<file path="src/cpu_pkg.sv">
`default_nettype none

package cpu_pkg;

	typedef enum logic [7:0]
	{
		NOP         = 8'h00,
		LDW_X_IMMD  = 8'h10,
		LDW_Y_IMMD  = 8'h11,
		LDW_Z_IMMD  = 8'h12,
		LDW_SP_IMMD = 8'h13,
		PUSH_X      = 8'h20,
		PUSH_Y      = 8'h21,
		PUSH_Z      = 8'h22,
		PUSH_IMMD   = 8'h23,
		JP_IMMD     = 8'h30,
		JR_D        = 8'h40,
		JRZ_D       = 8'h41,
		JRNZ_D      = 8'h42,
		JRN_D       = 8'h43,
		JRNN_D      = 8'h44,
		TRAP        = 8'hff
	} opcode_t;

	typedef enum logic [1:0]
	{
		FETCH,
		OPERAND,
		HALT
	} seq_state_t;

	typedef struct packed
	{
		logic n;
		logic z;
	} flags_t;

	// Little-endian word write at any byte address
	typedef struct packed
	{
		logic [15:0] addr;
		logic [15:0] data;
		logic        en;
	} word_write_t;

	typedef struct packed
	{
		logic [14:0] addr;
		logic [7:0]  data;
		logic        en;
	} bank_write_t;

	// Unknown bytes run as one-byte NOPs
	function automatic logic [1:0] opcode_size(input opcode_t op);
		case (op)
			LDW_X_IMMD, LDW_Y_IMMD, LDW_Z_IMMD, LDW_SP_IMMD,
			PUSH_IMMD, JP_IMMD:                 return 2'd3;
			JR_D, JRZ_D, JRNZ_D, JRN_D, JRNN_D: return 2'd2;
			default:                            return 2'd1;
		endcase
	endfunction

endpackage

`default_nettype wire
</file>
<file path="src/cpu_top.sv">
`timescale 1ns/1ps
`default_nettype none

module cpu_top
#(
	parameter logic [15:0] RESET_PC = 16'h4000,
	parameter logic [15:0] RESET_SP = 16'h8000
)
(
	input  wire logic             clk,
	input  wire logic             reset,
	output logic [14:0]           even_read_addr,
	output logic [14:0]           odd_read_addr,
	input  wire logic [7:0]       even_read_data,
	input  wire logic [7:0]       odd_read_data,
	output cpu_pkg::bank_write_t  even_write,
	output cpu_pkg::bank_write_t  odd_write,
	output logic                  trap
);
	import cpu_pkg::*;

	seq_state_t  state;
	logic        execute;
	opcode_t     opcode;
	logic [7:0]  disp;
	logic [15:0] read_addr;
	logic [15:0] read_word;
	logic [15:0] pc;
	flags_t      flags;
	word_write_t word_write;

	assign trap = (state == HALT);

	sequencer u_sequencer
	(
		.clk         (clk),
		.reset       (reset),
		.opcode_byte (read_word[7:0]),
		.disp_byte   (read_word[15:8]), // d8 follows the opcode
		.pc          (pc),
		.state       (state),
		.execute     (execute),
		.opcode      (opcode),
		.disp        (disp),
		.read_addr   (read_addr)
	);

	program_counter #(.RESET_PC(RESET_PC)) u_program_counter
	(
		.clk     (clk),
		.reset   (reset),
		.execute (execute),
		.opcode  (opcode),
		.disp    (disp),
		.imm     (read_word),
		.flags   (flags),
		.pc      (pc)
	);

	execute_unit #(.RESET_SP(RESET_SP)) u_execute_unit
	(
		.clk        (clk),
		.reset      (reset),
		.execute    (execute),
		.opcode     (opcode),
		.imm        (read_word),
		.flags      (flags),
		.word_write (word_write)
	);

	bank_port u_bank_port
	(
		.read_addr      (read_addr),
		.read_word      (read_word),
		.even_read_addr (even_read_addr),
		.odd_read_addr  (odd_read_addr),
		.even_read_data (even_read_data),
		.odd_read_data  (odd_read_data),
		.word_write     (word_write),
		.even_write     (even_write),
		.odd_write      (odd_write)
	);

endmodule

`default_nettype wire

</file>
<file path="src/bank_port.sv">
`timescale 1ns/1ps
`default_nettype none

module bank_port
(
	input  wire logic [15:0]      read_addr,
	output logic [15:0]           read_word,
	output logic [14:0]           even_read_addr,
	output logic [14:0]           odd_read_addr,
	input  wire logic [7:0]       even_read_data,
	input  wire logic [7:0]       odd_read_data,
	input  cpu_pkg::word_write_t  word_write,
	output cpu_pkg::bank_write_t  even_write,
	output cpu_pkg::bank_write_t  odd_write
);
	import cpu_pkg::*;

	logic [14:0] rd_base;
	logic [14:0] wr_base;

	assign rd_base = read_addr[15:1];
	assign wr_base = word_write.addr[15:1];

	// Odd start puts the high byte in the next even location
	always_comb
	begin
		odd_read_addr = rd_base;
		if (read_addr[0])
		begin
			even_read_addr = rd_base + 15'd1;
			read_word = {even_read_data, odd_read_data};
		end
		else
		begin
			even_read_addr = rd_base;
			read_word = {odd_read_data, even_read_data};
		end
	end

	always_comb
	begin
		odd_write.addr = wr_base;
		odd_write.en = word_write.en;
		even_write.en = word_write.en;
		if (word_write.addr[0])
		begin
			even_write.addr = wr_base + 15'd1;
			even_write.data = word_write.data[15:8];
			odd_write.data = word_write.data[7:0];
		end
		else
		begin
			even_write.addr = wr_base;
			even_write.data = word_write.data[7:0];
			odd_write.data = word_write.data[15:8];
		end
	end

endmodule

`default_nettype wire

</file>
<file path="src/execute_unit.sv">
`timescale 1ns/1ps
`default_nettype none

module execute_unit
#(
	parameter logic [15:0] RESET_SP = 16'h8000
)
(
	input  wire logic             clk,
	input  wire logic             reset,
	input  wire logic             execute,
	input  cpu_pkg::opcode_t      opcode,
	input  wire logic [15:0]      imm,
	output cpu_pkg::flags_t       flags,
	output cpu_pkg::word_write_t  word_write
);
	import cpu_pkg::*;

	logic [15:0] x;
	logic [15:0] y;
	logic [15:0] z;
	logic [15:0] sp;
	logic [15:0] sp_dec;
	logic        is_push;
	flags_t      ldw_flags;

	assign sp_dec = sp - 16'd2;

	// Flags from the loaded word
	assign ldw_flags.n = imm[15];
	assign ldw_flags.z = (imm == 16'd0);

	assign is_push = (opcode == PUSH_X) || (opcode == PUSH_Y) ||
		(opcode == PUSH_Z) || (opcode == PUSH_IMMD);

	always_comb
	begin
		word_write.addr = sp_dec; // Pre-decrement
		word_write.en = execute && is_push;
		case (opcode)
			PUSH_X:  word_write.data = x;
			PUSH_Y:  word_write.data = y;
			PUSH_Z:  word_write.data = z;
			default: word_write.data = imm;
		endcase
	end

	always_ff @(posedge clk)
	begin
		if (reset)
		begin
			x <= 16'd0;
			y <= 16'd0;
			z <= 16'd0;
			sp <= RESET_SP;
			flags <= '0;
		end
		else if (execute)
		begin
			case (opcode)
				LDW_X_IMMD:
				begin
					x <= imm;
					flags <= ldw_flags;
				end
				LDW_Y_IMMD:
				begin
					y <= imm;
					flags <= ldw_flags;
				end
				LDW_Z_IMMD:
				begin
					z <= imm;
					flags <= ldw_flags;
				end
				LDW_SP_IMMD:
				begin
					sp <= imm;
					flags <= ldw_flags;
				end
				PUSH_X, PUSH_Y, PUSH_Z, PUSH_IMMD:
					sp <= sp_dec;
				default:
					; // Branches, NOP and TRAP touch no register here
			endcase
		end
	end

endmodule

`default_nettype wire

</file>
<file path="src/program_counter.sv">
`timescale 1ns/1ps
`default_nettype none

module program_counter
#(
	parameter logic [15:0] RESET_PC = 16'h4000
)
(
	input  wire logic             clk,
	input  wire logic             reset,
	input  wire logic             execute,
	input  cpu_pkg::opcode_t      opcode,
	input  wire logic [7:0]       disp,
	input  wire logic [15:0]      imm,
	input  cpu_pkg::flags_t       flags,
	output logic [15:0]           pc
);
	import cpu_pkg::*;

	logic [15:0] pc_seq;
	logic [15:0] pc_branch;
	logic [15:0] pc_next;

	assign pc_seq = pc + {14'd0, opcode_size(opcode)};
	assign pc_branch = pc + 16'd2 + {{8{disp[7]}}, disp};

	always_comb
	begin
		case (opcode)
			JP_IMMD: pc_next = imm;
			JR_D:    pc_next = pc_branch;
			JRZ_D:   pc_next = flags.z ? pc_branch : pc_seq;
			JRNZ_D:  pc_next = flags.z ? pc_seq : pc_branch;
			JRN_D:   pc_next = flags.n ? pc_branch : pc_seq;
			JRNN_D:  pc_next = flags.n ? pc_seq : pc_branch;
			default: pc_next = pc_seq;
		endcase
	end

	always_ff @(posedge clk)
	begin
		if (reset)
			pc <= RESET_PC;
		else if (execute)
			pc <= pc_next;
	end

endmodule

`default_nettype wire

</file>
<file path="src/sequencer.sv">
`timescale 1ns/1ps
`default_nettype none

module sequencer
(
	input  wire logic               clk,
	input  wire logic               reset,
	input  wire logic [7:0]         opcode_byte,
	input  wire logic [7:0]         disp_byte,
	input  wire logic [15:0]        pc,
	output cpu_pkg::seq_state_t     state,
	output logic                    execute,
	output cpu_pkg::opcode_t        opcode,
	output logic [7:0]              disp,
	output logic [15:0]             read_addr
);
	import cpu_pkg::*;

	opcode_t    live_opcode;
	opcode_t    opcode_q;
	logic [7:0] disp_q;
	logic [1:0] live_size;
	logic       running;   // Low for the first cycle out of reset
	seq_state_t state_next;

	assign live_opcode = opcode_t'(opcode_byte);
	assign live_size = opcode_size(live_opcode);

	always_comb
	begin
		state_next = state;
		case (state)
			FETCH:
			begin
				opcode = live_opcode;
				disp = disp_byte;
				read_addr = pc;
				execute = running && (live_size != 2'd3);
				if (running)
				begin
					if (live_opcode == TRAP)
						state_next = HALT;
					else if (live_size == 2'd3)
						state_next = OPERAND; // Immediate word still to come
				end
			end
			OPERAND:
			begin
				opcode = opcode_q;
				disp = disp_q;
				read_addr = pc + 16'd1;
				execute = 1'b1;
				state_next = FETCH;
			end
			default:
			begin
				opcode = NOP;
				disp = disp_q;
				read_addr = pc;
				execute = 1'b0;
			end
		endcase
	end

	always_ff @(posedge clk)
	begin
		if (reset)
		begin
			state <= FETCH;
			running <= 1'b0;
		end
		else
		begin
			state <= state_next;
			running <= 1'b1;
		end
	end

	always_ff @(posedge clk)
	begin
		if (state == FETCH)
		begin
			opcode_q <= live_opcode;
			disp_q <= disp_byte;
		end
	end

endmodule

`default_nettype wire

</file>
<file path="config.mk">
export PLATFORM = sky130hd
export DESIGN_NAME = cpu_top
export DESIGN_NICKNAME = d
export VERILOG_FILES = /design/src/cpu_pkg.sv /design/src/cpu_top.sv /design/src/bank_port.sv /design/src/execute_unit.sv /design/src/program_counter.sv /design/src/sequencer.sv
export SDC_FILE = /design/constraint.sdc
export NUM_CORES = 1
export LEC_CHECK = 0
export BUFFER_PORTS_ARGS = -buffer_cell sky130_fd_sc_hd__buf_2
export CAP_MARGIN = 10
export CORE_ASPECT_RATIO = 1.5
export CORE_UTILIZATION = 40
export DETAILED_ROUTE_END_ITERATION = 8
export SLEW_MARGIN = 20
export SYNTH_ARGS = -nofsm -noshare
export SYNTH_HDL_FRONTEND = slang
export SYNTH_SLANG_ARGS = --single-unit
</file>
<file path="constraint.sdc">
create_clock -name clk -period 6.9 [get_ports clk]
set_input_delay 0.69 -clock clk [delete_from_list [all_inputs] [get_ports clk]]
set_output_delay 0.69 -clock clk [all_outputs]
set_load 0.01 [all_outputs]
</file>
==> qor.csv <==
stage,metric,value,unit
status,status,finished clean,
floorplan,fp-row-count,61,
clock_tree,cts_resized,0,
worst_setup_path,path_buf_inv,0,
min_path,hp-class,flop to flop,
clock_tree,htreeDepth,3,
clock_tree,clk_pin_slew,0.08,ns
synth,yosysTopAreaCell,dfxtp_1,
worst_setup_path,critPathKind,flop to flop,
synth,synth_top_area_share,24.2,%
sta,hold_viol,0,
grt,grt_usage,24.9,%
layout,nets,1062,
floorplan,die_x,115,µm
grt,antenna_found_initial,0,
worst_setup_path,ff2ff_setup_slack,1.54,ns
layout,syn2layout_area_growth,10.5,%
drt,totalWireLength,24000,µm
sta,fin_crit_sh,77.6,%
drt,drt_first_pass_iters,7,
place,gp_congestion,0.912,
drt,first_iter_violations,550,
synth,ys_top_cells_by_area,"dfxtp_1, xnor2_1, nor3_1, a21oi_1, ha_1",
clock_tree,root_buffer,clkbuf_16,
grt,grt-ovfl-total,0,
place,port_buffers,96,
drt,avgViaCountPerCell,5.83,
synth,ys_ff_latch,101,
synth,synth_compound_area_share,21.7,%
sta,fmax,187,MHz
worst_setup_path,cpPeakStageDelay,0.73,ns
sta,setup_violations,0,
clock_tree,clock_latency,0.35,ns
layout,fillCellCount,1889,
min_path,hold_path_depth,2,
job,maxCapViolations,0,
sta,whs,0.485,ns
worst_setup_path,worst_ep_required_time,7.18,ns
synth,synth_fa_ha_area_share,6.06,%
grt,grt_pass1_vias,6864,
synth,yosys.area_share.xor_xnor,8.57,%
floorplan,initial_core_util,41.1,%
clock_tree,cts.sinks,101,
layout,drive_gt1_share,16.9,%
worst_setup_path,ff2ff_path_depth,14,
worst_setup_path,cp_cell_sequence,and2b_4 -> xnor2_4 -> mux2_2 -> mux2_2 -> ha_1 -> ha_1 -> a211o_1 -> a2111oi_0 -> o31ai_1 -> o31ai_1 -> o21ai_0 -> xor2_1 -> nand2_1 -> a31oi_1,
clock_tree,cts_setup_buffers,0,
drt,vias,7380,
sta,worstMarginPinSlew,0.951,ns
sta,slew_violations,0,
grt,grt_first_pass_wirelength,38100,µm
synth,yosys_warnings,0,
sta,fin_tns_setup,0,ns
power_and_ir_drop,power.leakage,3.11,nW
clock_tree,clk_path_buf_depth,2,
synth,synthArstFlopShare,0,%
layout,fin_util,45.4,%
drt,ant_nets,0,
drt,drcViolationCount,0,
sta,maxSlewHeadroom,36.6,%
worst_setup_path,worstSetupEndpointType,flop,
drt,post_drt_wl_per_cell,19.0,µm
min_path,worst_hold_path.endpoint,u_execute_unit.sp[14],
worst_setup_path,critPathMaxFanout,19,
synth,syn_inst,970,
worst_setup_path,critPathSlowestCell,a2111oi_0,
synth,synth_edf_count,8,
min_path,min-delay-start,u_execute_unit.sp[14],
synth,synthSimpleGateAreaFrac,20.4,%
worst_setup_path,r2r-end,u_program_counter.pc[14],
floorplan,fp.dieH,172,µm
floorplan,core,18700,µm²
synth,syn_area,7680,µm²
power_and_ir_drop,powerDensity,194,nW/µm²
power_and_ir_drop,total_power,1.65,mW
synth,synth.area.mux_share,8.58,%
clock_tree,hold_buffers,0,
synth,synth.distinct_cells,67,
place,dp_hpwl,16900,µm
sta,min_period,5.36,ns
worst_setup_path,crit_family,compound AO/OA/AOI/OAI gates,
sta,fin_skew,0.00871,ns
synth,syn_avg_cell_area,7.92,µm²
floorplan,ios,97,
synth,syn_nets,1024,
worst_setup_path,critPathLaunchType,flop,
grt,grt_max_degree,81,
clock_tree,cts_tree,built,
floorplan,die-area,19800,µm²
synth,seq_area_frac_synth,27.4,%
power_and_ir_drop,peakVddDrop,0.115,mV
worst_setup_path,cp.arrival,5.63,ns
layout,diodes,0,
sta,grt_setup_unrepaired,false,
worst_setup_path,reg2reg_from,u_sequencer.state[1],
clock_tree,numCtsBuffers,9,
synth,ys.flop_type,dfxtp_1,
synth,synth_top_family_by_area,compound AO/OA/AOI/OAI gates,
## kinds of logic (layout without fill, tap and decap cells)
family	count (synthesis)	in the layout
AOI/OAI and AO/OA	251	251
and+or+nand+nor	320	320
adders and majority gates	36	36
buffers and inverters	126	169
xor gates and xnor gates	73	73
muxes	63	63
DFF	101	101
## synthesized netlist by cell type, drive strengths merged (3+ instances only)
master   instances
a2111oi          3
a211oi           9
a21o             9
a21oi           87
a221oi           6
a222oi          10
a22oi           16
a311oi          14
a31oi            5
and2             3
and3             4
buf             41
clkbuf          41
dfxtp           93
edfxtp           8
ha              34
inv             43
mux2            23
mux2i           40
nand2           65
nand2b          13
nand3           14
nand3b           3
nand4            9
nor2            72
nor2b            6
nor3            92
nor4            12
o211ai          17
o21a             6
o21ai           45
o32ai            9
or2              5
or3             10
or4              3
xnor2           57
xor2            16
## layer usage
| metal | GRT usage, % | up-vias | routed length (µm) |
|---|---|---|---|
| li1 | - | 3599 | - |
| met1 | 30.7 | 3496 | 10200 |
| met2 | 44.8 | 245 | 12200 |
| met3 | 1.97 | 40 | 1010 |
| met4 | 9.20 | 0 | 616 |
| met5 | 0 | - | 0 |
## worst register-to-register path: stages (launching register included)
cell,delay (ns)
dfxtp_1,0.70
and2b_4,0.30
xnor2_4,0.57
mux2_2,0.52
mux2_2,0.30
ha_1,0.34
ha_1,0.32
a211o_1,0.33
a2111oi_0,0.73
o31ai_1,0.22
o31ai_1,0.36
o21ai_0,0.18
xor2_1,0.16
nand2_1,0.07
a31oi_1,0.18
## cell type report
type	count	area, µm²	share of cell area (%)
multi-input combinational	743	5050	59.5
sequential	101	2100	24.8
timing repair buffer	109	578	6.81
tap	252	315	3.71
clock buffer	9	225	2.65
inverter	44	165	1.94
clock inverter	7	55.1	0.648
## flip-flops by register name, indices dropped and copies added, names as in the netlist
signal / count
u_execute_unit.x: 16
u_execute_unit.sp: 16
u_sequencer.running: 1
u_sequencer.state: 2
u_execute_unit.z: 16
u_sequencer.opcode_q: 8
u_sequencer.disp_q: 8
u_program_counter.pc: 16
u_execute_unit.y: 16
u_execute_unit.flags: 2
## how the worst max path moves through the flow
| stage | start | endpoint | slack [ns] | cells after the start |
|---|---|---|---|---|
| floorplan | u_sequencer.state[0] | u_program_counter.pc[14] | 2.47 | 16 |
| global placement | u_sequencer.state[1] | u_program_counter.pc[14] | 1.70 | 14 |
| detailed placement | u_sequencer.state[1] | u_program_counter.pc[14] | 1.60 | 14 |
| CTS | u_sequencer.state[1] | u_program_counter.pc[14] | 1.59 | 14 |
| global route | u_sequencer.state[1] | u_program_counter.pc[14] | 1.27 | 14 |
| finish | u_sequencer.state[1] | u_program_counter.pc[14] | 1.54 | 14 |
## report_power, final
| part | internal [mW] | switching (mW) |
|---|---|---|
| clock | 0.249 | 0.247 |
| combinational | 0.188 | 0.333 |
| sequential | 0.613 | 0.0206 |
## through the flow
stage / instance area (µm²) / std cells / setup WS, ns
CTS: 8490 / 1265 / 1.59
floorplan: 7680 / 970 / 2.47
detailed placement: 8210 / 1249 / 1.60
finish: 8490 / 1265 / 1.54
global route: 8490 / 1265 / 1.27
global placement: 8210 / 1249 / 1.70
## cells in the final DEF (no fill, tap or decap), drive strengths merged, types with 10 or more instances in the layout
master / instances
mux2i: 40
or3: 10
a22oi: 16
xnor2: 57
a222oi: 10
a311oi: 14
o21ai: 45
nor4: 12
nand2b: 13
dfxtp: 93
nand2: 65
nand3: 14
ha: 34
nor2: 72
o211ai: 17
mux2: 23
a21oi: 87
xor2: 16
nor3: 92
inv: 46
buf: 109
Power figures use the tool's default switching activity.
